`src/csb_pkg.sv`:
```
`default_nettype none

package csb_pkg;

    // Command framing
    localparam int CMD_WORDS       = 6;   // 32-bit words per layer command
    localparam int N_PAR           = 16;  // Output channels per engine result beat

    // Buffer depths
    localparam int CMD_FIFO_DEPTH  = 8;
    localparam int DESC_FIFO_DEPTH = 2;   // Current op plus one decoded ahead

    // Layer op types, as carried in word 0 bits 2:0
    localparam logic [2:0] OP_IDLE         = 3'd0;
    localparam logic [2:0] OP_CONV1X1      = 3'd1;  // 1x1 conv with ReLU
    localparam logic [2:0] OP_CONV3X3      = 3'd2;  // 3x3 conv with ReLU
    localparam logic [2:0] OP_CONV3X3_PAD  = 3'd3;  // Padded 3x3 and 1x1 conv
    localparam logic [2:0] OP_MAXPOOL3X3   = 3'd4;
    localparam logic [2:0] OP_AVEPOOL13X13 = 3'd5;

    // Decoded layer command
    // Unused bits 7:4 of word 0 are dropped
    typedef struct packed {
        logic [2:0]  op_type;
        logic        padding;
        logic [7:0]  stride_1;           // Line stride
        logic [15:0] stride_2;           // Surface stride
        logic [15:0] i_channel_size;
        logic [15:0] o_channel_size;     // Sets the result group count
        logic [7:0]  i_kernel_size;
        logic [7:0]  o_kernel_size;
        logic [15:0] op_num;             // Ops per MAC array
        logic [31:0] weight_start_addr;
        logic [31:0] data_start_addr;
        logic [31:0] writeback_addr;
    } op_desc_t;

endpackage

`default_nettype wire
```
`src/csb_top.sv`:
```
`default_nettype none

module csb_top (
    input  logic        clk,
    input  logic        rst_n,
    input  logic        i_op_en,
    input  logic        i_cmd_valid,
    output logic        o_cmd_ready,
    input  logic [31:0] i_cmd_word,
    input  logic [6:0]  i_cmd_count,
    input  logic        i_irq_clr,
    output logic [2:0]  o_op_type,
    output logic [15:0] o_op_num,
    output logic [31:0] o_weight_start_addr,
    output logic [31:0] o_data_start_addr,
    output logic [31:0] o_writeback_addr,
    output logic        o_padding,
    output logic [7:0]  o_stride_1,
    output logic [15:0] o_stride_2,
    output logic [15:0] o_i_channel_size,
    output logic [7:0]  o_i_kernel_size,
    output logic [7:0]  o_o_kernel_size,
    output logic [3:0]  o_port_rd_en,
    output logic        o_conv_ready,
    input  logic        i_conv_valid,
    output logic        o_maxpool_ready,
    input  logic        i_maxpool_valid,
    output logic        o_avepool_ready,
    input  logic        i_avepool_valid,
    output logic        o_op_run,
    output logic [6:0]  o_ops_done,
    output logic        o_irq
);

    import csb_pkg::*;

    logic        wf_valid;      // Word FIFO to decoder
    logic        wf_ready;
    logic [31:0] wf_data;
    logic        dq_in_valid;   // Decoder to descriptor queue
    logic        dq_in_ready;
    op_desc_t    dq_in_data;
    logic        dq_out_valid;  // Descriptor queue to dispatcher
    logic        dq_out_ready;
    op_desc_t    dq_out_data;
    logic        op_active;
    logic        op_done;

    csb_fifo #(.T_DATA(logic [31:0]), .DEPTH(CMD_FIFO_DEPTH)) u_word_fifo (
        .clk(clk), .rst_n(rst_n),
        .i_wr_valid(i_cmd_valid), .o_wr_ready(o_cmd_ready), .i_wr_data(i_cmd_word),
        .o_rd_valid(wf_valid), .i_rd_ready(wf_ready), .o_rd_data(wf_data)
    );

    cmd_decoder u_decoder (
        .clk(clk), .rst_n(rst_n),
        .i_word_valid(wf_valid), .o_word_ready(wf_ready), .i_word(wf_data),
        .o_desc_valid(dq_in_valid), .i_desc_ready(dq_in_ready), .o_desc(dq_in_data)
    );

    // Lets the next command decode while the current op runs
    csb_fifo #(.T_DATA(op_desc_t), .DEPTH(DESC_FIFO_DEPTH)) u_desc_fifo (
        .clk(clk), .rst_n(rst_n),
        .i_wr_valid(dq_in_valid), .o_wr_ready(dq_in_ready), .i_wr_data(dq_in_data),
        .o_rd_valid(dq_out_valid), .i_rd_ready(dq_out_ready), .o_rd_data(dq_out_data)
    );

    op_dispatcher u_dispatcher (
        .clk(clk), .rst_n(rst_n), .i_op_en(i_op_en),
        .i_desc_valid(dq_out_valid), .o_desc_ready(dq_out_ready), .i_desc(dq_out_data),
        .o_op_type(o_op_type), .o_op_num(o_op_num),
        .o_weight_start_addr(o_weight_start_addr), .o_data_start_addr(o_data_start_addr),
        .o_writeback_addr(o_writeback_addr), .o_padding(o_padding),
        .o_stride_1(o_stride_1), .o_stride_2(o_stride_2),
        .o_i_channel_size(o_i_channel_size), .o_i_kernel_size(o_i_kernel_size),
        .o_o_kernel_size(o_o_kernel_size), .o_port_rd_en(o_port_rd_en),
        .o_conv_ready(o_conv_ready), .i_conv_valid(i_conv_valid),
        .o_maxpool_ready(o_maxpool_ready), .i_maxpool_valid(i_maxpool_valid),
        .o_avepool_ready(o_avepool_ready), .i_avepool_valid(i_avepool_valid),
        .o_op_active(op_active), .o_op_done(op_done)
    );

    done_tracker u_tracker (
        .clk(clk), .rst_n(rst_n),
        .i_op_active(op_active), .i_op_done(op_done),
        .i_cmd_count(i_cmd_count), .i_irq_clr(i_irq_clr),
        .o_op_run(o_op_run), .o_ops_done(o_ops_done), .o_irq(o_irq)
    );

endmodule

`default_nettype wire

```
`src/done_tracker.sv`:
```
`default_nettype none

module done_tracker (
    input  logic       clk,
    input  logic       rst_n,
    input  logic       i_op_active,
    input  logic       i_op_done,
    input  logic [6:0] i_cmd_count,  // Commands programmed by the host
    input  logic       i_irq_clr,
    output logic       o_op_run,
    output logic [6:0] o_ops_done,
    output logic       o_irq
);

    logic [6:0] ops_cnt;    // Completed ops since the last clear
    logic       all_done;

    // Zero command count never fires
    assign all_done = (i_cmd_count != 7'd0) && (ops_cnt == i_cmd_count);

    always_ff @(posedge clk or negedge rst_n) begin
        if (!rst_n) begin
            ops_cnt <= '0;
        end else if (i_irq_clr) begin
            ops_cnt <= '0;  // Host restarts the batch
        end else if (i_op_done) begin
            ops_cnt <= ops_cnt + 1'b1;
        end
    end

    // Sticky interrupt, one cycle behind the count
    always_ff @(posedge clk or negedge rst_n) begin
        if (!rst_n) begin
            o_irq <= 1'b0;
        end else if (i_irq_clr) begin
            o_irq <= 1'b0;
        end else if (all_done) begin
            o_irq <= 1'b1;
        end
    end

    always_ff @(posedge clk or negedge rst_n) begin
        if (!rst_n) begin
            o_op_run <= 1'b0;
        end else begin
            o_op_run <= i_op_active;  // Busy flag for the host
        end
    end

    assign o_ops_done = ops_cnt;

endmodule

`default_nettype wire

```
`src/op_dispatcher.sv`:
```
`default_nettype none

module op_dispatcher (
    input  logic              clk,
    input  logic              rst_n,
    input  logic              i_op_en,
    input  logic              i_desc_valid,
    output logic              o_desc_ready,
    input  csb_pkg::op_desc_t i_desc,
    output logic [2:0]        o_op_type,
    output logic [15:0]       o_op_num,
    output logic [31:0]       o_weight_start_addr,
    output logic [31:0]       o_data_start_addr,
    output logic [31:0]       o_writeback_addr,
    output logic              o_padding,
    output logic [7:0]        o_stride_1,
    output logic [15:0]       o_stride_2,
    output logic [15:0]       o_i_channel_size,
    output logic [7:0]        o_i_kernel_size,
    output logic [7:0]        o_o_kernel_size,
    output logic [3:0]        o_port_rd_en,
    output logic              o_conv_ready,
    input  logic              i_conv_valid,
    output logic              o_maxpool_ready,
    input  logic              i_maxpool_valid,
    output logic              o_avepool_ready,
    input  logic              i_avepool_valid,
    output logic              o_op_active,
    output logic              o_op_done
);

    import csb_pkg::*;

    typedef enum logic [1:0] {ST_IDLE, ST_RUN, ST_DONE} state_t;

    state_t      state;
    logic [2:0]  eng_rdy;      // One-hot {avepool, maxpool, conv}
    logic [2:0]  eng_sel;
    logic [3:0]  port_sel;     // Bit n enables DMA read port n
    logic [15:0] grp_cnt;      // Result groups received so far
    logic [15:0] n_groups;     // Groups needed for this op
    logic [15:0] groups;
    logic [16:0] ch_round;     // Channel size rounded up to N_PAR
    logic        accept;
    logic        beat;
    logic        last;

    assign o_desc_ready = i_op_en && (state == ST_IDLE);
    assign accept       = i_desc_valid && o_desc_ready;

    // Ceiling of channels over N_PAR, never below one
    assign ch_round = {1'b0, i_desc.o_channel_size} + 17'(N_PAR - 1);
    assign groups   = (ch_round < 17'(N_PAR)) ? 16'd1 : 16'(ch_round / N_PAR);

    always_comb begin
        port_sel = 4'b0000;
        eng_sel  = 3'b000;
        case (i_desc.op_type)
            OP_CONV1X1:      begin port_sel = 4'b1100; eng_sel = 3'b001; end
            OP_CONV3X3:      begin port_sel = 4'b0011; eng_sel = 3'b001; end
            OP_CONV3X3_PAD:  begin port_sel = 4'b1111; eng_sel = 3'b001; end
            OP_MAXPOOL3X3:   begin port_sel = 4'b0011; eng_sel = 3'b010; end
            OP_AVEPOOL13X13: begin port_sel = 4'b0011; eng_sel = 3'b100; end
            default: ;  // Unsupported ops run with nothing enabled
        endcase
    end

    assign beat = (eng_rdy[0] && i_conv_valid)
               || (eng_rdy[1] && i_maxpool_valid)
               || (eng_rdy[2] && i_avepool_valid);
    // No engine owns the op, so it ends straight away
    assign last = (eng_rdy == 3'b000) || (beat && (grp_cnt == n_groups - 1'b1));

    always_ff @(posedge clk or negedge rst_n) begin
        if (!rst_n) begin
            state        <= ST_IDLE;
            o_op_type    <= OP_IDLE;
            o_port_rd_en <= 4'b0000;
            eng_rdy      <= 3'b000;
            grp_cnt      <= '0;
            n_groups     <= '0;
        end else begin
            case (state)
                ST_IDLE: begin
                    if (accept) begin
                        state        <= ST_RUN;
                        o_op_type    <= i_desc.op_type;
                        o_port_rd_en <= port_sel;
                        eng_rdy      <= eng_sel;
                        grp_cnt      <= '0;
                        n_groups     <= groups;
                    end
                end
                ST_RUN: begin
                    if (beat) begin
                        grp_cnt <= grp_cnt + 1'b1;  // One group of N_PAR channels
                    end
                    if (last) begin
                        state        <= ST_DONE;
                        o_port_rd_en <= 4'b0000;
                        eng_rdy      <= 3'b000;
                    end
                end
                ST_DONE: state <= ST_IDLE;  // Single done cycle before next accept
                default: state <= ST_IDLE;
            endcase
        end
    end

    // Layer configuration, loaded on accept
    always_ff @(posedge clk) begin
        if (accept) begin
            o_op_num            <= i_desc.op_num;
            o_weight_start_addr <= i_desc.weight_start_addr;
            o_data_start_addr   <= i_desc.data_start_addr;
            o_writeback_addr    <= i_desc.writeback_addr;
            o_padding           <= i_desc.padding;
            o_stride_1          <= i_desc.stride_1;
            o_stride_2          <= i_desc.stride_2;
            o_i_channel_size    <= i_desc.i_channel_size;
            o_i_kernel_size     <= i_desc.i_kernel_size;
            o_o_kernel_size     <= i_desc.o_kernel_size;
        end
    end

    assign o_conv_ready    = eng_rdy[0];
    assign o_maxpool_ready = eng_rdy[1];
    assign o_avepool_ready = eng_rdy[2];
    assign o_op_active     = (state == ST_RUN);
    assign o_op_done       = (state == ST_DONE);  // One-cycle pulse

endmodule

`default_nettype wire

```
`src/cmd_decoder.sv`:
```
`default_nettype none

module cmd_decoder (
    input  logic              clk,
    input  logic              rst_n,
    input  logic              i_word_valid,
    output logic              o_word_ready,
    input  logic [31:0]       i_word,
    output logic              o_desc_valid,
    input  logic              i_desc_ready,
    output csb_pkg::op_desc_t o_desc
);

    import csb_pkg::*;

    logic [2:0] word_cnt;    // Index of the next word within a command
    logic       desc_valid;  // Complete descriptor waiting for the queue
    op_desc_t   desc_q;      // Assembly register
    logic       pop;
    logic       last_word;

    // Stall while a finished descriptor is still held
    assign o_word_ready = !desc_valid || i_desc_ready;
    assign pop          = i_word_valid && o_word_ready;
    assign last_word    = (word_cnt == 3'(CMD_WORDS - 1));

    assign o_desc_valid = desc_valid;
    assign o_desc       = desc_q;

    always_ff @(posedge clk or negedge rst_n) begin
        if (!rst_n) begin
            word_cnt   <= '0;
            desc_valid <= 1'b0;
        end else begin
            if (desc_valid && i_desc_ready) begin
                desc_valid <= 1'b0;  // Queue took it
            end
            if (pop) begin
                if (last_word) begin
                    word_cnt   <= '0;
                    desc_valid <= 1'b1;  // Presented the cycle after word 5
                end else begin
                    word_cnt <= word_cnt + 1'b1;
                end
            end
        end
    end

    // Steer each word into its fields
    always_ff @(posedge clk) begin
        if (pop) begin
            case (word_cnt)
                3'd0: begin
                    desc_q.op_type  <= i_word[2:0];
                    desc_q.padding  <= i_word[3];
                    desc_q.stride_1 <= i_word[15:8];
                    desc_q.stride_2 <= i_word[31:16];
                end
                3'd1: begin
                    desc_q.i_channel_size <= i_word[15:0];
                    desc_q.o_channel_size <= i_word[31:16];
                end
                3'd2: begin
                    desc_q.i_kernel_size <= i_word[7:0];
                    desc_q.o_kernel_size <= i_word[15:8];
                    desc_q.op_num        <= i_word[31:16];
                end
                3'd3: desc_q.weight_start_addr <= i_word;
                3'd4: desc_q.data_start_addr   <= i_word;
                3'd5: desc_q.writeback_addr    <= i_word;
                default: ;  // Counter never reaches 6 or 7
            endcase
        end
    end

endmodule

`default_nettype wire

```
`src/csb_fifo.sv`:
```
`default_nettype none

module csb_fifo #(
    parameter type T_DATA = logic [31:0],
    parameter int  DEPTH  = csb_pkg::CMD_FIFO_DEPTH
) (
    input  logic  clk,
    input  logic  rst_n,
    input  logic  i_wr_valid,
    output logic  o_wr_ready,
    input  T_DATA i_wr_data,
    output logic  o_rd_valid,
    input  logic  i_rd_ready,
    output T_DATA o_rd_data
);

    localparam int PTR_W = (DEPTH > 1) ? $clog2(DEPTH) : 1;
    localparam int CNT_W = $clog2(DEPTH + 1);  // Must hold DEPTH itself

    T_DATA            mem [DEPTH];   // Payload storage
    logic [PTR_W-1:0] wr_ptr;
    logic [PTR_W-1:0] rd_ptr;
    logic [CNT_W-1:0] count;         // Occupancy
    logic [CNT_W-1:0] count_next;
    logic             push;
    logic             pop;

    assign push       = i_wr_valid && o_wr_ready;
    assign pop        = o_rd_valid && i_rd_ready;
    assign o_rd_valid = (count != '0);
    assign o_rd_data  = mem[rd_ptr];  // Head word falls through

    always_comb begin
        count_next = count;
        if (push && !pop) begin
            count_next = count + 1'b1;
        end else if (pop && !push) begin
            count_next = count - 1'b1;
        end
    end

    always_ff @(posedge clk or negedge rst_n) begin
        if (!rst_n) begin
            wr_ptr     <= '0;
            rd_ptr     <= '0;
            count      <= '0;
            o_wr_ready <= 1'b0;  // Held low until out of reset
        end else begin
            count      <= count_next;
            o_wr_ready <= (count_next != CNT_W'(DEPTH));  // Registered full flag
            if (push) begin
                wr_ptr <= (wr_ptr == PTR_W'(DEPTH - 1)) ? '0 : wr_ptr + 1'b1;
            end
            if (pop) begin
                rd_ptr <= (rd_ptr == PTR_W'(DEPTH - 1)) ? '0 : rd_ptr + 1'b1;
            end
        end
    end

    always_ff @(posedge clk) begin
        if (push) begin
            mem[wr_ptr] <= i_wr_data;
        end
    end

endmodule

`default_nettype wire

```
`config.mk`:
```
export PLATFORM = sky130hd
export DESIGN_NAME = csb_top
export DESIGN_NICKNAME = d
export VERILOG_FILES = /design/src/csb_pkg.sv /design/src/csb_top.sv /design/src/done_tracker.sv /design/src/op_dispatcher.sv /design/src/cmd_decoder.sv /design/src/csb_fifo.sv
export SDC_FILE = /design/constraint.sdc
export NUM_CORES = 1
export LEC_CHECK = 0
export BUFFER_PORTS_ARGS = -buffer_cell sky130_fd_sc_hd__buf_2
export CAP_MARGIN = 30
export CORE_MARGIN = 1.5
export CORE_UTILIZATION = 50
export CTS_BUF_LIST = sky130_fd_sc_hd__clkbuf_8
export CTS_CLUSTER_SIZE = 30
export DETAILED_ROUTE_END_ITERATION = 10
export HOLD_SLACK_MARGIN = 0.02
export PLACE_DENSITY = 0.78
export SLEW_MARGIN = 0
export SYNTH_ARGS = -nofsm -noshare
export SYNTH_HDL_FRONTEND = slang
export SYNTH_SLANG_ARGS = --single-unit
```
`constraint.sdc`:
```
create_clock -name clk -period 13 [get_ports clk]
set_clock_uncertainty 0.05 [all_clocks]
set_input_delay 2.6 -clock clk [delete_from_list [all_inputs] [get_ports clk]]
set_output_delay 2.6 -clock clk [all_outputs]
set_load 0.02 [all_outputs]
```
==> impl_metrics.py, run 1 <==
metrics = {
    "routing": {
        "drt_drc_violations_left": 0,
        "first_pass_iters": 5,
        "route.final.wire_length_um": 71000,
        "via_to_cell_ratio": 5.38,
        "ant_nets": 0,
        "routed_wire_length_per_instance_um": 22.0,
        "drt-initial-drc-count": 1371,
        "via_count": 17300,
    },
    "timing": {
        "setup_viol": 0,
        "hold_viol_final": 0,
        "timing.setup.tns_ns": 0,
        "slew_violations": 0,
        "tightest_slew_ns": 1.14,
        "relSlewSlack_pct": 24.3,
        "rsz0062_at_grt": "no",
        "finalCriticalPeriod_ns": 4.35,
        "fmaxAchievable_ghz": 0.230,
        "min_period_over_period_pct": 33.4,
    },
    "yosys": {
        "yosys.cell_types.count": 63,
        "ys.flop_type": "sky130_fd_sc_hd__edfxtp_1",
        "synth-warning-count": 0,
        "netlist.area_leader.share_pct": 78.5,
        "synth.ff_latch_count": 1057,
        "syn-mean-instance-area_um2": 21.4,
        "synth.top_cells.by_area": "sky130_fd_sc_hd__edfxtp_1 (78%), sky130_fd_sc_hd__mux2_2 (6.1%), sky130_fd_sc_hd__dfrtp_1 (4.5%), sky130_fd_sc_hd__mux4_2 (3.8%), sky130_fd_sc_hd__xnor2_1 (0.93%)",
        "synth_top_area_cell": "sky130_fd_sc_hd__edfxtp_1",
        "synthesized_area_fraction_occupied_by_adder_cells_pct": 0.364,
        "ys_seq_area_share_pct": 83.0,
        "yosys.area_share.simple_pct": 2.79,
        "synth-xor-area-share_pct": 1.39,
        "postSynthNetCount": 1822,
        "synth_top_family_by_area": "multiplexers",
        "async_flop_share_pct": 6.43,
        "yosys-top-cells-count": "sky130_fd_sc_hd__edfxtp_1 (989), sky130_fd_sc_hd__mux2_2 (204), sky130_fd_sc_hd__dfrtp_1 (68)",
        "synth_enable_flop_cells": 989,
        "compound_gate_fraction_of_synth_area_pct": 1.50,
        "yosysMostFrequentCell": "sky130_fd_sc_hd__edfxtp_1",
        "syn-cell-area_mm2": 0.0378,
        "synthMuxAreaShare_pct": 10.2,
        "synthesis.instances": 1764,
    },
    "critical_path": {
        "critical_path.max_fanout": 123,
        "worstPathArrival_ns": 4.72,
        "crit_path_max_incr_delay_ns": 0.63,
        "timing.critical_path.mode_cell": "sky130_fd_sc_hd__buf_4",
        "startpoint_type": "input pin",
        "critical-path-slowest-cell": "sky130_fd_sc_hd__inv_8",
        "worstPathCellList": "buf_2 > or4b_1 > buf_4 > inv_8 > buf_4 > buf_16",
        "count_of_buffering_cells_on_the_critical_path_with_inverters_included": 5,
        "required_ns": 13.38,
        "gate_family_responsible_for_the_most_delay_along_the_worst_path": "buffers and inverters",
        "endpoint_kind": "register",
        "crit_path_category": "in2reg",
    },
    "global_routing": {
        "grt_first_pass_wirelength_um": 106000,
        "globalRouteTotalUtil_pct": 18.4,
        "first_global_vias": 18200,
        "globalRoute.totalOverflow": 0,
        "number_of_antenna_violations_at_the_first_check_in_global_routing": 16,
        "grt_start_max_net_pins": 189,
    },
    "place": {
        "port_buffers": 235,
        "place_congestion": 0.856,
        "dp.final_hpwl_um": 43000,
    },
    "pwr": {
        "total_switching_power_w": 0.00314,
        "total_power_w": 0.0102,
        "netSwitchingFraction_pct": 30.7,
        "power-per-cell-area_mw_per_mm2": 235,
        "worst_ir_drop_vdd_v": 0.000140,
        "power.share.combinational_pct": 23.9,
        "internal_power_w": 0.00709,
        "pwr-share-clk_pct": 23.7,
        "total_leakage_power_nw": 14.8,
        "power.sequential.fraction_pct": 52.4,
    },
    "clock_network": {
        "cts_sinks": 1057,
        "clk_root_buffer_cell": "sky130_fd_sc_hd__clkbuf_8",
        "tritoncts": "built",
        "clock_latency_ns": 0.79,
        "cts-resized-gates": 0,
        "setup_repair_bufs_after_cts": 0,
        "htree_levels": 4,
        "cts_buffer_depth": 3,
        "cts_inserted_buffers": 156,
        "holdBufCountCts": 0,
        "clk_pin_slew_worst_paths_ns": 0.06,
    },
    "hold_path": {
        "worst_hold_path_type": "reg2reg",
    },
    "floorplanning": {
        "placeableCoreArea_mm2": 0.0747,
        "die_area_mm2": 0.0773,
        "rows": 100,
        "fp.dieW_um": 278,
        "starting_utilization_of_the_core_area_pct": 50.6,
        "fp.dieH_um": 278,
        "io_pins": 236,
    },
    "cells_and_area": {
        "final_layout_size_suffix_gt1_share_pct": 33.5,
        "final_net_count": 2193,
        "area_growth_pct": 14.9,
    },
    "run": {
        "number_of_max_capacitance_violations_reported": 0,
    },
    "status": {
        "result_of_the_run": "complete, no violations",
    },
}
metrics by stage:
step / instances / hold slack, ns / instance area, um^2 / setup slack, ns / util, %
after CTS: 3216 / 0.382 / 43300 / 8.39 / 58.0
after global placement: 2932 / 0.372 / 40300 / 7.58 / 53.9
final: 3224 / 0.378 / 43500 / 8.65 / 58.2
after detailed placement: 2941 / 0.379 / 40500 / 7.53 / 54.2
after floorplan: 1764 / 0.371 / 37800 / 3.89 / -
after global routing: 3224 / 0.389 / 43500 / 8.56 / 58.2
routing by layer:
layer	GRT usage [%]	vias to the layer above	routed length (um)
met5	0	-	95
met2	31.6	514	37000
met3	4.35	138	3790
met1	22.4	8872	28000
li1	-	7800	-
met4	7.55	18	2040
kinds of logic after synthesis:
kind of cell    after synthesis
flops                      1057
simple gates                198
xor+xnor                     60
fa+ha+maj                    11
compound gates               88
buf+inv                      69
mux                         281
path summary, 6_finish.rpt:
path / start / endpoint / slack [ns] / depth (start not counted)
max in group asynchronous: rst_n / u_dispatcher.o_op_type[2] / 10.66 / 3
setup / recovery: i_op_en / u_dispatcher.o_stride_1[4] / 8.65 / 6
min in group asynchronous: rst_n / u_word_fifo.count[3] / 1.68 / 2
hold reg to reg: u_decoder.o_desc[66] / u_desc_fifo.mem[1][66] / 0.38 / 0
hold / removal: u_decoder.o_desc[66] / u_desc_fifo.mem[1][66] / 0.38 / 0
setup reg to reg: u_desc_fifo.count[0] / u_dispatcher.o_stride_1[4] / 9.84 / 7
placed cells by master, fill, tap and decap left out, drive strengths merged, types with 11 or more instances in the layout:
cell type and count:
edfxtp 989, buf 268, mux2 204, clkbuf 162, inv 74, dfrtp 68
mux4 64, clkinv 48, nand2 47, nor2 43, xnor2 40, o21ai 34
xor2 20, a21oi 19, nor3 17, mux2i 13, nor4 12, nand4 11
ha 11
power by group through the flow:
stage                     Combinational (W)  Sequential (W)  Clock [W]
after floorplan                     0.00140         0.00556          0
after global placement              0.00231         0.00541          0
after detailed placement            0.00241         0.00548          0
after CTS                           0.00242         0.00541    0.00249
after global routing                0.00261         0.00544    0.00263
final                               0.00245         0.00537    0.00242
area by class of cell:
class / count / area, um^2
inverters: 14 / 60.1
repair buffers: 268 / 1660
multi-input cells: 638 / 6250
well taps: 969 / 1210
flip-flops and latches: 1057 / 31400
fillers: 5148 / 31200
clock inverters: 113 / 618
clock buffers: 162 / 2230
diodes: 3 / 7.51
state kept, by name (all words and copies together), names as in the netlist, 3 cells and up:
name and count:
u_decoder.o_desc 188, u_decoder.word_cnt 3, u_desc_fifo.mem 376, u_dispatcher.eng_rdy 3
u_dispatcher.grp_cnt 16, u_dispatcher.n_groups 13, u_dispatcher.o_data_start_addr 32, u_dispatcher.o_i_channel_size 16
u_dispatcher.o_i_kernel_size 8, u_dispatcher.o_o_kernel_size 8, u_dispatcher.o_op_num 16, u_dispatcher.o_op_type 3
u_dispatcher.o_stride_1 8, u_dispatcher.o_stride_2 16, u_dispatcher.o_weight_start_addr 32, u_dispatcher.o_writeback_addr 32
u_tracker.o_ops_done 7, u_word_fifo.count 4, u_word_fifo.mem 256, u_word_fifo.rd_ptr 3
u_word_fifo.wr_ptr 3
No activity file was read; power rests on OpenSTA's default activity.
==> run 2, diff against run 1 <==
==> constraint.sdc (replaced) <==
create_clock -name clk -period 4.29 [get_ports clk]
set_clock_uncertainty 0.05 [all_clocks]
set_input_delay 0.858 -clock clk [delete_from_list [all_inputs] [get_ports clk]]
set_output_delay 0.858 -clock clk [all_outputs]
set_load 0.02 [all_outputs]
==> impl_metrics.py, run 2 (synthesis gave the netlist of run 1 again) <==
metrics = {
    "status": {
        "result_of_the_run": "complete, no violations",
    },
    "cells_and_area": {
        "registers.top_by_ff_count": "u_desc_fifo.mem",
        "largest_reg_flops": 376,
        "final_layout_size_suffix_gt1_share_pct": 33.2,
        "number_of_filler_cells_placed_in_the_layout": 5150,
        "footprint_of_the_multi_input_gates_mm2": 0.00628,
        "final_core_util_pct": 58.0,
        "final_cell_area_mm2": 0.0433,
        "mostFrequentLayoutCell": "sky130_fd_sc_hd__edfxtp_1",
        "area_growth_pct": 14.5,
        "regArea_mm2": 0.0314,
        "layout_common_cells": "sky130_fd_sc_hd__edfxtp_1 (989), sky130_fd_sc_hd__buf_2 (235), sky130_fd_sc_hd__mux2_2 (204)",
        "final_net_count": 2190,
    },
    "floorplanning": {
        "fp.dieW_um": 278,
        "die_area_mm2": 0.0773,
        "rows": 100,
        "placeableCoreArea_mm2": 0.0747,
        "io_pins": 236,
        "starting_utilization_of_the_core_area_pct": 50.6,
        "fp.dieH_um": 278,
    },
    "clock_network": {
        "clk_pin_slew_worst_paths_ns": 0.06,
        "clock_latency_ns": 0.78,
        "cts_buffer_depth": 3,
        "cts_inserted_buffers": 155,
        "htree_levels": 4,
        "cts-resized-gates": 0,
        "cts_sinks": 1057,
        "holdBufCountCts": 0,
        "setup_repair_bufs_after_cts": 0,
        "clk_root_buffer_cell": "sky130_fd_sc_hd__clkbuf_8",
        "tritoncts": "built",
    },
    "timing": {
        "slew_violations": 0,
        "finalCriticalPeriod_ns": 2.84,
        "setup_viol": 0,
        "worst_hold_slack_ns": 0.104,
        "tightest_slew_ns": 0.956,
        "fmaxAchievable_ghz": 0.353,
        "hold_viol_final": 0,
        "relSlewSlack_pct": 36.3,
        "rsz0062_at_grt": "no",
        "min_period_over_period_pct": 66.1,
        "final_critical_path_setup_slack_ns": 1.45,
    },
    "place": {
        "place_ws_ns": 1.23,
        "place_congestion": 0.824,
        "postPlaceCellArea_mm2": 0.0405,
        "dp.final_hpwl_um": 42800,
        "port_buffers": 235,
    },
    "critical_path": {
        "crit_path_category": "reg2reg",
        "required_ns": 4.86,
        "endpoint_kind": "register",
        "worstPathArrival_ns": 3.41,
        "startpoint_type": "register",
        "critical_path.max_fanout": 11,
    },
    "global_routing": {
        "globalRoute.totalOverflow": 0,
        "number_of_antenna_violations_at_the_first_check_in_global_routing": 13,
        "globalRouteTotalUtil_pct": 18.0,
        "grt_first_pass_wirelength_um": 104000,
        "grt_start_max_net_pins": 93,
        "first_global_vias": 17800,
    },
    "pwr": {
        "power-per-cell-area_mw_per_mm2": 712,
        "total_leakage_power_nw": 14.8,
        "worst_ir_drop_vdd_v": 0.000367,
    },
    "routing": {
        "via_to_cell_ratio": 5.38,
        "drt_drc_violations_left": 0,
        "route.final.wire_length_um": 69800,
        "drt-initial-drc-count": 1292,
        "via_count": 17300,
        "wl_on_met1_um": 28600,
        "detailroute.wirelength.met2_um": 36100,
        "routed_wire_length_per_instance_um": 21.6,
        "ant_nets": 0,
        "detailroute.wirelength.met3_um": 3410,
        "first_pass_iters": 5,
        "dr.max_layer_used": "met5",
    },
    "run": {
        "number_of_max_capacitance_violations_reported": 0,
    },
    "hold_path": {
        "worst_hold_path_type": "in2async",
    },
}
[run 2: cell count changes in the layout (fill, tap and decap cells not counted), sizes merged]
| cell | before | now |
|---|---|---|
| inv | 74 | 79 |
| bufinv | 3 | 2 |
| buf | 268 | 266 |
| clkinvlp | 2 | 4 |
| clkbuf | 162 | 158 |
| diode | 3 | 2 |
| clkinv | 48 | 51 |
[run 2: final cells by class]
class                           instances  area share (%)
Inverter                               14           0.139
Clock inverter                        122            1.46
Tap cell                              969            2.80
Multi-Input combinational cell        638            14.5
Antenna cell                            2          0.0116
Clock buffer                          158            5.02
Sequential cell                      1057            72.5
Timing Repair Buffer                  266            3.57
[run 2: worst max-delay path, cell delays in order (launching register included)]
cell and delay [ns]:
sky130_fd_sc_hd__dfrtp_1 0.40, sky130_fd_sc_hd__inv_1 0.10, sky130_fd_sc_hd__ha_1 0.24, sky130_fd_sc_hd__a21oi_1 0.69
sky130_fd_sc_hd__nor3_1 0.17, sky130_fd_sc_hd__a31oi_1 0.24, sky130_fd_sc_hd__xnor2_1 0.18, sky130_fd_sc_hd__or4b_2 0.61
[run 2: final timing paths]
check,from,end,slack (ns),depth (start not counted)
worst max-delay path,u_word_fifo.count[0],u_word_fifo.o_wr_ready,1.45,7
worst min-delay path,rst_n,u_word_fifo.wr_ptr[2],0.10,1
worst max register to register,u_word_fifo.count[0],u_word_fifo.o_wr_ready,1.45,7
worst min register to register,u_decoder.o_desc[69],u_desc_fifo.mem[0][69],0.37,0
max in group asynchronous,rst_n,u_dispatcher.grp_cnt[6],3.07,2
min in group clk,i_cmd_word[9],u_word_fifo.mem[6][9],0.29,1
[run 2: through the flow]
stage | cells | setup TNS, ns | power, W
3_5_place_dp | 2943 | 0 | 0.0239
4_1_cts | 3223 | 0 | 0.0311
6_report | 3226 | 0 | 0.0308
2_1_floorplan | 1764 | -0.554 | 0.0209
3_3_place_gp | 2943 | 0 | 0.0235
5_1_grt | 3225 | 0 | 0.0322
[run 2: metal layers]
| metal | track usage (%) | vias to the layer above |
|---|---|---|
| met2 | 30.9 | 473 |
| met1 | 22.5 | 8900 |
| met3 | 4.24 | 134 |
| met5 | 0 | - |
| met4 | 6.26 | 18 |
| li1 | - | 7815 |
[run 2: where the power goes]
| part | switching [W] | internal [W] | total, W |
|---|---|---|---|
| sequential | 0.00127 | 0.0150 | 0.0163 |
| clock | 0.00363 | 0.00358 | 0.00721 |
| combinational | 0.00462 | 0.00269 | 0.00731 |
| total | 0.00951 | 0.0213 | 0.0308 |
